--- config.mk ---
export PLATFORM = sky130hd
export DESIGN_NAME = vtl_cpu_bus
export DESIGN_NICKNAME = d
export VERILOG_FILES = /design/src/common/vtl_pkg.sv /design/src/rtl/beat_sequencer.sv /design/src/bus/bus_decode.sv /design/src/bus/bus_execute.sv /design/src/bus/bus_result.sv /design/src/rtl/sync_timing.sv /design/src/rtl/vtl_cpu_bus.sv
export SDC_FILE = /design/constraint.sdc
export NUM_CORES = 1
export LEC_CHECK = 0
export CELL_PAD_IN_SITES_DETAIL_PLACEMENT = 0
export CELL_PAD_IN_SITES_GLOBAL_PLACEMENT = 1
export CORE_ASPECT_RATIO = 1.5
export CORE_MARGIN = 3
export CORE_UTILIZATION = 30
export DETAILED_ROUTE_END_ITERATION = 16
export DONT_BUFFER_PORTS = 1
export HOLD_SLACK_MARGIN = 0.12
export PLACE_DENSITY = 0.53
export SLEW_MARGIN = 20
export SYNTH_ARGS = -nofsm -noshare
export SYNTH_HDL_FRONTEND = slang
export SYNTH_SLANG_ARGS = --single-unit
export TNS_END_PERCENT = 20
--- constraint.sdc ---
create_clock -name F14M -period 4.85 [get_ports F14M]
set_input_delay 0 -clock F14M [delete_from_list [all_inputs] [get_ports F14M]]
set_output_delay 0 -clock F14M [all_outputs]
set_load 0.02 [all_outputs]
--- src/common/vtl_pkg.sv ---
/* Laser 500 VTL shared types */
package vtl_pkg;

	// cpu address, seen as a 16K slot or as an 8-bit io port
	typedef union packed {
		struct packed {
			logic [1:0]  slot;    // selects one of four bank registers
			logic [13:0] offset;  // offset inside the 16K bank
		} mem;
		struct packed {
			logic [7:0] high;     // upper byte, ignored for ports
			logic [7:0] port;     // z80 io port number
		} io;
	} cpu_addr_u;

	typedef enum logic [2:0] {
		BUS_NONE   = 3'd0,
		BUS_MEM_RD = 3'd1,
		BUS_MEM_WR = 3'd2,
		BUS_IO_RD  = 3'd3,
		BUS_IO_WR  = 3'd4
	} bus_kind_e;

	// one decoded cpu cycle
	typedef struct packed {
		bus_kind_e   kind;
		logic        mapped_io;  // bank 2 window 0x2800-0x2fff
		logic        is_ram;     // banks 4..7 accept writes
		logic [24:0] phys_addr;  // zeros, bank, offset
		logic [7:0]  port;
		logic [7:0]  data;       // cpu DO
	} bus_op_t;

	typedef struct packed {
		logic access;   // phase 1, memory is addressed
		logic sample;   // phase 2, cpu samples DI
		logic cpu_ena;  // phase 0, cpu steps
	} beat_t;

	typedef struct packed {
		logic [7:0] hsw;  // hsync width
		logic [7:0] hbp;  // back porch
		logic [7:0] hfp;  // front porch
	} htiming_t;

	localparam logic [7:0] HSW_RESET = 8'd66;
	localparam logic [7:0] HBP_RESET = 8'd70;
	localparam logic [7:0] HFP_RESET = 8'd10;

	localparam logic [7:0] PORT_JOY0_DIR  = 8'h2B;
	localparam logic [7:0] PORT_JOY0_FIRE = 8'h27;
	localparam logic [7:0] PORT_JOY1_DIR  = 8'h2E;
	localparam logic [7:0] PORT_JOY1_FIRE = 8'h2D;
	localparam logic [7:0] PORT_BANK_BASE = 8'h40;  // 0x40..0x43
	localparam logic [7:0] PORT_HSW       = 8'hA0;
	localparam logic [7:0] PORT_HBP       = 8'hA1;
	localparam logic [7:0] PORT_HFP       = 8'hA2;

	localparam logic [13:0] IO_WIN_LO   = 14'h2800;
	localparam logic [13:0] IO_WIN_HI   = 14'h2FFF;
	localparam logic [3:0]  IO_BANK     = 4'd2;
	localparam logic [3:0]  RAM_BANK_LO = 4'd4;
	localparam logic [3:0]  RAM_BANK_HI = 4'd7;

endpackage

--- src/rtl/beat_sequencer.sv ---
/* CPU beat sequencer */
`timescale 1ns/1ps

module beat_sequencer (
	input  logic          F14M,
	input  logic          RESET,
	input  logic          MREQ_n,
	output vtl_pkg::beat_t beat,
	output logic          CPUENA
);

	logic [1:0] phase;     // 0 step, 1 access, 2 sample, 3 idle
	logic       mreq_old;  // MREQ seen at the previous phase 3
	logic       skip;      // whole beat suppressed

	always_ff @(posedge F14M) begin
		if (RESET) begin
			phase    <= 2'd0;
			mreq_old <= 1'b0;
			skip     <= 1'b0;
			CPUENA   <= 1'b0;
		end else begin
			phase  <= phase + 2'd1;  // free running, independent of line length
			CPUENA <= beat.cpu_ena;  // one clock behind phase 0
			if (phase == 2'd3) begin
				mreq_old <= ~MREQ_n;
				skip     <= ~mreq_old & ~MREQ_n;  // rising MREQ costs one beat
			end
		end
	end

	// strobes for the consumers, all masked by skip
	always_comb begin
		beat.cpu_ena = (phase == 2'd0) && !skip;
		beat.access  = (phase == 2'd1) && !skip;
		beat.sample  = (phase == 2'd2) && !skip;
	end

endmodule

--- src/bus/bus_decode.sv ---
/* CPU bus cycle decoder */
`timescale 1ns/1ps

module bus_decode (
	input  logic               F14M,
	input  logic               RESET,
	input  vtl_pkg::cpu_addr_u A,
	input  logic [7:0]         DO,
	input  logic               MREQ_n,
	input  logic               IORQ_n,
	input  logic               RD_n,
	input  logic               WR_n,
	input  vtl_pkg::beat_t     beat,
	output vtl_pkg::bus_op_t   op
);

	logic [3:0] bank_map [4];  // 16K bank per cpu slot
	logic [3:0] bank;          // bank of the current address
	logic [7:0] bank_idx;      // port relative to 0x40

	assign bank     = bank_map[A.mem.slot];
	assign bank_idx = op.port - vtl_pkg::PORT_BANK_BASE;

	// bank map writes, only slot 0 has a defined power-up bank
	always_ff @(posedge F14M) begin
		if (RESET) begin
			bank_map[0] <= 4'd0;
		end else if (beat.sample && op.kind == vtl_pkg::BUS_IO_WR && bank_idx < 8'd4) begin
			bank_map[bank_idx[1:0]] <= op.data[3:0];  // only the low nibble counts
		end
	end

	always_comb begin
		// request type from the strobes, memory first
		if (!MREQ_n && !RD_n) begin
			op.kind = vtl_pkg::BUS_MEM_RD;
		end else if (!MREQ_n && !WR_n) begin
			op.kind = vtl_pkg::BUS_MEM_WR;
		end else if (!IORQ_n && !RD_n) begin
			op.kind = vtl_pkg::BUS_IO_RD;
		end else if (!IORQ_n && !WR_n) begin
			op.kind = vtl_pkg::BUS_IO_WR;
		end else begin
			op.kind = vtl_pkg::BUS_NONE;  // no request active
		end

		op.phys_addr = {7'd0, bank, A.mem.offset};
		op.is_ram    = (bank >= vtl_pkg::RAM_BANK_LO) && (bank <= vtl_pkg::RAM_BANK_HI);
		op.mapped_io = (bank == vtl_pkg::IO_BANK) &&
		               (A.mem.offset >= vtl_pkg::IO_WIN_LO) &&
		               (A.mem.offset <= vtl_pkg::IO_WIN_HI);  // keyboard, cassette, buzzer
		op.port      = A.io.port;
		op.data      = DO;
	end

endmodule

--- src/bus/bus_execute.sv ---
/* Bus side effects and timing registers */
`timescale 1ns/1ps

module bus_execute (
	input  logic               F14M,
	input  logic               RESET,
	input  vtl_pkg::beat_t     beat,
	input  vtl_pkg::bus_op_t   op,
	output logic [24:0]        sdram_addr,
	output logic [7:0]         sdram_din,
	output logic               sdram_rd,
	output logic               sdram_wr,
	output logic               BUZZER,
	output logic               CASOUT,
	output vtl_pkg::htiming_t  htiming
);

	logic is_mem;   // memory cycle of either direction
	logic ram_wr;   // write that reaches sdram

	assign is_mem = (op.kind == vtl_pkg::BUS_MEM_RD) || (op.kind == vtl_pkg::BUS_MEM_WR);
	assign ram_wr = (op.kind == vtl_pkg::BUS_MEM_WR) && op.is_ram && !op.mapped_io;

	// address and write data for the sdram
	always_ff @(posedge F14M) begin
		if (beat.access && is_mem) begin
			sdram_addr <= op.phys_addr;
		end
		if (beat.access && ram_wr) begin
			sdram_din <= op.data;
		end
	end

	always_ff @(posedge F14M) begin
		if (RESET) begin
			sdram_rd <= 1'b0;
			sdram_wr <= 1'b0;
			BUZZER   <= 1'b0;
			CASOUT   <= 1'b0;
			htiming  <= '{hsw: vtl_pkg::HSW_RESET,
			              hbp: vtl_pkg::HBP_RESET,
			              hfp: vtl_pkg::HFP_RESET};
		end else begin
			sdram_rd <= beat.access && is_mem;  // single clock read strobe

			if (beat.access) begin
				if (ram_wr) begin
					sdram_wr <= 1'b1;  // rom banks silently ignore writes
				end
				if (op.kind == vtl_pkg::BUS_MEM_WR && op.mapped_io) begin
					BUZZER <= op.data[0];
					CASOUT <= op.data[2];
				end
			end

			if (beat.sample) begin
				sdram_wr <= 1'b0;  // write ends after one clock
				if (op.kind == vtl_pkg::BUS_IO_WR) begin
					// programmable line shape
					case (op.port)
						vtl_pkg::PORT_HSW: htiming.hsw <= op.data;
						vtl_pkg::PORT_HBP: htiming.hbp <= op.data;
						vtl_pkg::PORT_HFP: htiming.hfp <= op.data;
						default: ;  // other ports handled elsewhere or unused
					endcase
				end
			end
		end
	end

endmodule

--- src/bus/bus_result.sv ---
/* CPU read data register */
`timescale 1ns/1ps

module bus_result (
	input  logic              F14M,
	input  logic              RESET,
	input  vtl_pkg::beat_t    beat,
	input  vtl_pkg::bus_op_t  op,
	input  vtl_pkg::htiming_t htiming,
	input  logic [7:0]        sdram_dout,
	input  logic [6:0]        KD,
	input  logic              CASIN,
	input  logic [31:0]       joystick_0,
	input  logic [31:0]       joystick_1,
	output logic [7:0]        DI
);

	// ---FEWSN, active low; joystick word is right,left,down,up,fire
	function automatic logic [7:0] joy_dir(input logic [31:0] joy);
		return {3'b111, ~joy[4], ~joy[0], ~joy[1], ~joy[2], ~joy[3]};
	endfunction

	// second fire button only, on bit 4
	function automatic logic [7:0] joy_fire(input logic [31:0] joy);
		return {3'b111, ~joy[5], 4'hF};
	endfunction

	always_ff @(posedge F14M) begin
		if (RESET) begin
			DI <= 8'hFF;  // floating bus
		end else if (beat.sample) begin
			if (op.kind == vtl_pkg::BUS_MEM_RD) begin
				// sdram answered during the access clock
				DI <= op.mapped_io ? {CASIN, KD} : sdram_dout;
			end else if (op.kind == vtl_pkg::BUS_IO_RD) begin
				case (op.port)
					vtl_pkg::PORT_JOY0_DIR:  DI <= joy_dir(joystick_0);
					vtl_pkg::PORT_JOY0_FIRE: DI <= joy_fire(joystick_0);
					vtl_pkg::PORT_JOY1_DIR:  DI <= joy_dir(joystick_1);
					vtl_pkg::PORT_JOY1_FIRE: DI <= joy_fire(joystick_1);
					vtl_pkg::PORT_HSW:       DI <= htiming.hsw;
					vtl_pkg::PORT_HBP:       DI <= htiming.hbp;
					vtl_pkg::PORT_HFP:       DI <= htiming.hfp;
					default:                 DI <= {DI[7:1], 1'b1};  // unused port
				endcase
			end
		end
	end

endmodule

--- src/rtl/sync_timing.sv ---
/* Horizontal and vertical sync */
`timescale 1ns/1ps

module sync_timing #(
	parameter int ACTIVE_H    = 798,  // visible width in clocks
	parameter int LINES       = 313,  // lines per frame
	parameter int VSYNC_LINES = 2     // lines with vsync low
) (
	input  logic              F14M,
	input  logic              RESET,
	input  vtl_pkg::htiming_t htiming,
	output logic              hsync,
	output logic              vsync
);

	localparam int HW = 11;               // fits 3*255 + visible width
	localparam int VW = $clog2(LINES);

	logic [HW-1:0] hcnt;
	logic [VW-1:0] vcnt;
	logic [HW-1:0] line_end;              // last clock of a line

	assign line_end = HW'(htiming.hsw) + HW'(htiming.hbp) + HW'(ACTIVE_H)
	                + HW'(htiming.hfp) - HW'(1);

	always_ff @(posedge F14M) begin
		if (RESET) begin
			hcnt <= '0;
			vcnt <= '0;
		end else begin
			if (hcnt >= line_end) begin  // also catches a line shortened mid-count
				hcnt <= '0;
				if (vcnt == VW'(LINES - 1)) begin
					vcnt <= '0;
				end else begin
					vcnt <= vcnt + VW'(1);
				end
			end else begin
				hcnt <= hcnt + HW'(1);
			end
		end
	end

	// negative syncs at the start of line and frame
	assign hsync = ~(hcnt < HW'(htiming.hsw));
	assign vsync = ~(vcnt < VW'(VSYNC_LINES));

endmodule

--- src/rtl/vtl_cpu_bus.sv ---
/* Laser 500 VTL bus controller */
`timescale 1ns/1ps

module vtl_cpu_bus #(
	parameter int ACTIVE_H    = 798,
	parameter int LINES       = 313,
	parameter int VSYNC_LINES = 2
) (
	input  logic        F14M,
	input  logic        RESET,
	// z80 side
	output logic        CPUENA,
	input  logic        MREQ_n,
	input  logic        IORQ_n,
	input  logic        RD_n,
	input  logic        WR_n,
	input  logic [15:0] A,
	input  logic [7:0]  DO,
	output logic [7:0]  DI,
	// keyboard, cassette, joysticks
	input  logic [6:0]  KD,
	input  logic        CASIN,
	input  logic [31:0] joystick_0,
	input  logic [31:0] joystick_1,
	// sdram
	output logic [24:0] sdram_addr,
	input  logic [7:0]  sdram_dout,
	output logic [7:0]  sdram_din,
	output logic        sdram_wr,
	output logic        sdram_rd,
	// crt and sound
	output logic        hsync,
	output logic        vsync,
	output logic        BUZZER,
	output logic        CASOUT
);

	vtl_pkg::beat_t    beat;
	vtl_pkg::bus_op_t  op;
	vtl_pkg::htiming_t htiming;

	beat_sequencer u_beat (.F14M(F14M), .RESET(RESET), .MREQ_n(MREQ_n),
		.beat(beat), .CPUENA(CPUENA));

	bus_decode u_decode (.F14M(F14M), .RESET(RESET), .A(A), .DO(DO),
		.MREQ_n(MREQ_n), .IORQ_n(IORQ_n), .RD_n(RD_n), .WR_n(WR_n),
		.beat(beat), .op(op));

	bus_execute u_execute (.F14M(F14M), .RESET(RESET), .beat(beat), .op(op),
		.sdram_addr(sdram_addr), .sdram_din(sdram_din), .sdram_rd(sdram_rd),
		.sdram_wr(sdram_wr), .BUZZER(BUZZER), .CASOUT(CASOUT), .htiming(htiming));

	bus_result u_result (.F14M(F14M), .RESET(RESET), .beat(beat), .op(op),
		.htiming(htiming), .sdram_dout(sdram_dout), .KD(KD), .CASIN(CASIN),
		.joystick_0(joystick_0), .joystick_1(joystick_1), .DI(DI));

	sync_timing #(
		.ACTIVE_H(ACTIVE_H),
		.LINES(LINES),
		.VSYNC_LINES(VSYNC_LINES)
	) u_sync (.F14M(F14M), .RESET(RESET), .htiming(htiming),
		.hsync(hsync), .vsync(vsync));

endmodule

==> run metrics <==
Initial Utilization=between 30 and 40%; pin count of the biggest net entering global routing=38; combinational power share=between 6 and 7%; Largest stage delay, worst path=approximately 400 ps; Pint=roughly 1.3 mW; total CTS buffers=9; post-synthesis cell type count=between 50 and 60; Placer Congestion=between 0.7 and 0.8; TritonCTS sink count=between 100 and 150; Seq pwr share=roughly 51%; sum of negative setup slack=0 ps; FF+latch count, synth=~100; Placement Cell Area=0.00599 mm²; CP required=about 5100 ps; initial antenna violation count=1; syn_area_per_cell=between 9 and 10 µm²; Tmin final=between 4000 and 5000 ps; antenna-violating nets left=0; GR Util met2=between 20 and 30%; sequential share of the synthesized area=a little over two fifths; GR Util All Layers=between 10% and 20%; Post CTS Setup Buffer Count=0; root buffer cell=clkbuf_16; Clock transition at path regs=roughly 90 ps; number of antenna diodes=0; Critical Path AT=4750 ps; Total Die Area=0.0208 mm²; Rows=61; yosys warns=0; max cap viols=0; commonest non-fill, non-tap cells in the layout=dfxtp_1, dlygate4sd3_1, nor2_1, ha_1, nand2_1; commonest non-fill, non-tap cell in the layout=dfxtp_1; Port Buf Inserts=0; Critical Path End=u_sync.vcnt[4]; Slew HR=approximately a quarter; Vias=approximately 4400; DR iter-0 viols=around 270; Tcrit/Tclk final=92.6%; htree depth=3; vias in the first global route=4499; Mapped Area=0.00573 mm²; met3 Resource Use GR=under 10%; EDFF count, synth=between 40 and 50; FF-to-FF path depth=24; hold wc startpoint=A[1]; peak supply drop=0.163 mV; worst min path class=in -> reg; P&R area growth vs syn=20.5%; RR Startpoint=u_execute.htiming[8]; asr flop ratio synth=0%; Critical-path top delay cell=fa_1; Final Skew=13.4 ps; pwr/cell area=roughly 260 mW/mm²; P_sw=roughly 0.48 mW; RSZ-0062 raised after global routing=false; worst setup path class=reg -> reg; Clock Path Buffers=2; CTS tree=built; GRT Max-Usage Layer=met2; 1st-pass router iterations=5; Pins Over Slew Limit=0; crit path max fanout=9; CORE AREA=~0.019 mm²; Critical R2R Capture=u_sync.vcnt[4]; Critical Path Start Type=flip-flop; critical-path cell list=ha_1, inv_1, fa_1, nor2b_1, o21ai_1, a21boi_1, o21ai_0, nor2b_1, xnor2_1, ha_1, ha_4, and2_1, a31oi_2, a221o_1, xor2_1, ha_1, nand2_1, nor2_1, a31oi_1, buf_4, a21boi_0, buf_4, mux2i_1, nor3_1; hold depth=3; leakage=2.61 nW; Buf/Inv on CP=3; # IOs=roughly 160; nets=a little under 800; chip width=between 100 and 150 µm; final hold viol count=0; Synth Instances=roughly 580; ys flop type=dfxtp_1; DRC viols=0; fin area=slightly below 0.007 mm²; met1 Use GR=16.5%; final setup fails=0; Worst Setup SP=u_execute.htiming[8]; CP delay by family, top=adder cells; status=completed; CP Depth=24; total grt overflow=0; first-pass GRT wire length=roughly 25000 µm; vias per cell=slightly below 5; drt total wl=~16000 µm; die height=175 µm; Setup crit end kind=flip-flop; Routed WL per cell=~17 µm; worst-margin pin slew=1090 ps; Final HPWL DP=~12000 µm; Critical Path Most Common Cell=ha_1; clock latency on the worst-skew pair=360 ps; flop2flop setup slack=roughly 360 ps; f_max=about 220 MHz; sw frac=between 20% and 30%; Clock Power Share=roughly 43%; share of layout cells above drive strength 1=~6.6%
-- how the worst min path moves through the flow --
stage | endpoint | slack (ps)
2_1_floorplan | u_execute.sdram_addr[0] | 100
3_3_place_gp | u_beat.phase[0] | 70
3_5_place_dp | u_beat.phase[0] | 70
4_1_cts | u_execute.htiming[3] | 150
5_1_grt | u_decode.bank_map[2][0] | 190
6_report | u_execute.htiming[3] | 180
-- power by group through the flow --
stage                     clock network, mW  logic (mW)  registers (mW)
after floorplan                           0      0.0723           0.949
after global placement                    0      0.0734           0.952
after detailed placement                  0      0.0745           0.952
after CTS                             0.797       0.120           0.932
after global routing                  0.837       0.131           0.933
final                                 0.776       0.118           0.931
-- per-stage QoR --
stage          instances  hold WS [ps]  utilization [%]  total power [mW]  worst slack [ps]
6_report             889           182             37.1              1.83               360
3_3_place_gp         817          74.6             32.1              1.03               164
4_1_cts              889           154             36.9              1.85              99.0
3_5_place_dp         817          74.8             32.1              1.03               118
2_1_floorplan        584          98.9                -              1.02               565
5_1_grt              889           195             37.1              1.90              17.7
-- timing repair --
action | in CTS | in global routing
resized for setup | 0 | 5
hold endpoints to repair | 126 | 0
setup endpoints to repair | 0 | 20
hold buffers | 56 | 0
-- worst register-to-register path: stages (launching register included) --
cell and delay (ps):
dfxtp_1 370, ha_1 180, inv_1 50, fa_1 390, nor2b_1 130, o21ai_1 100
a21boi_1 170, o21ai_0 140, nor2b_1 170, xnor2_1 130, ha_1 310, ha_4 300
and2_1 140, a31oi_2 50, a221o_1 320, xor2_1 150, ha_1 280, nand2_1 60
nor2_1 130, a31oi_1 90, buf_4 190, a21boi_0 170, buf_4 140, mux2i_1 170
nor3_1 60
-- routing by layer --
layer / share of wire (%) / wire (µm) / vias to the layer above
met1: 39 / 6090 / 2098
met5: 0 / 0 / -
met4: 1.6 / 249 / 0
li1: - / - / 2174
met2: 55 / 8610 / 112
met3: 3.8 / 586 / 12
-- sequential cells by signal, summed over array words and instances, names as in the netlist --
register,flops
u_execute.CASOUT,1
u_beat.mreq_old,1
u_execute.sdram_rd,1
u_execute.htiming,24
u_execute.sdram_wr,1
u_beat.phase,2
u_sync.vcnt,9
u_decode.bank_map,16
u_sync.hcnt,11
u_beat.skip,1
u_execute.sdram_addr,18
u_execute.BUZZER,1
u_execute.sdram_din,8
u_beat.CPUENA,1
u_result.DI,8
-- cells in the mapped netlist, types with 3 or more instances --
| library cell | count | area [µm²] |
|---|---|---|
| a21oi_1 | 31 | 155 |
| xnor2_1 | 14 | 123 |
| o41ai_1 | 6 | 52.6 |
| buf_2 | 6 | 30.0 |
| a211oi_1 | 7 | 52.6 |
| buf_1 | 3 | 11.3 |
| inv_1 | 38 | 143 |
| or3_1 | 4 | 25.0 |
| nand2b_1 | 7 | 43.8 |
| buf_4 | 7 | 52.6 |
| or2_2 | 3 | 18.8 |
| edfxtp_1 | 42 | 1260 |
| xor2_1 | 16 | 140 |
| o22ai_1 | 4 | 25.0 |
| and3_1 | 5 | 31.3 |
| dfxtp_1 | 61 | 1220 |
| nor3_1 | 17 | 85.1 |
| nor4_1 | 10 | 62.6 |
| nand3_1 | 15 | 75.1 |
| and2_1 | 7 | 43.8 |
| a21boi_0 | 3 | 22.5 |
| ha_1 | 51 | 638 |
| nand2_1 | 43 | 161 |
| nor2b_1 | 6 | 37.5 |
| a31oi_1 | 4 | 25.0 |
| o21ai_0 | 29 | 145 |
| a21o_1 | 5 | 37.5 |
| nor2_1 | 51 | 191 |
| nand4_1 | 5 | 31.3 |
| clkbuf_1 | 10 | 37.5 |
| nor3b_1 | 3 | 22.5 |
| mux2i_1 | 27 | 270 |
-- area by class of cell --
type,count,area [µm²]
inverter,38,143
fill,1897,11700
clock inverter,7,96.3
timing repair buffer,64,631
tap,252,315
multi-input combinational,416,3010
sequential,103,2480
clock buffer,9,225
-- kinds of logic (layout without fill, tap and decap cells) --
kind of cell | after synthesis | count (layout) | synth area share (%)
xor gates and xnor gates | 30 | 30 | 4.59
other | 1 | 7 | 0.0655
adders and majority gates | 53 | 53 | 11.8
muxes | 31 | 31 | 6.42
buffers and inverters | 65 | 118 | 4.98
DFF | 103 | 103 | 43.3
AOI/OAI and AO/OA | 106 | 106 | 11.7
and+or+nand+nor | 189 | 189 | 17.1
Note: power is estimated with default switching activity, not from simulation.
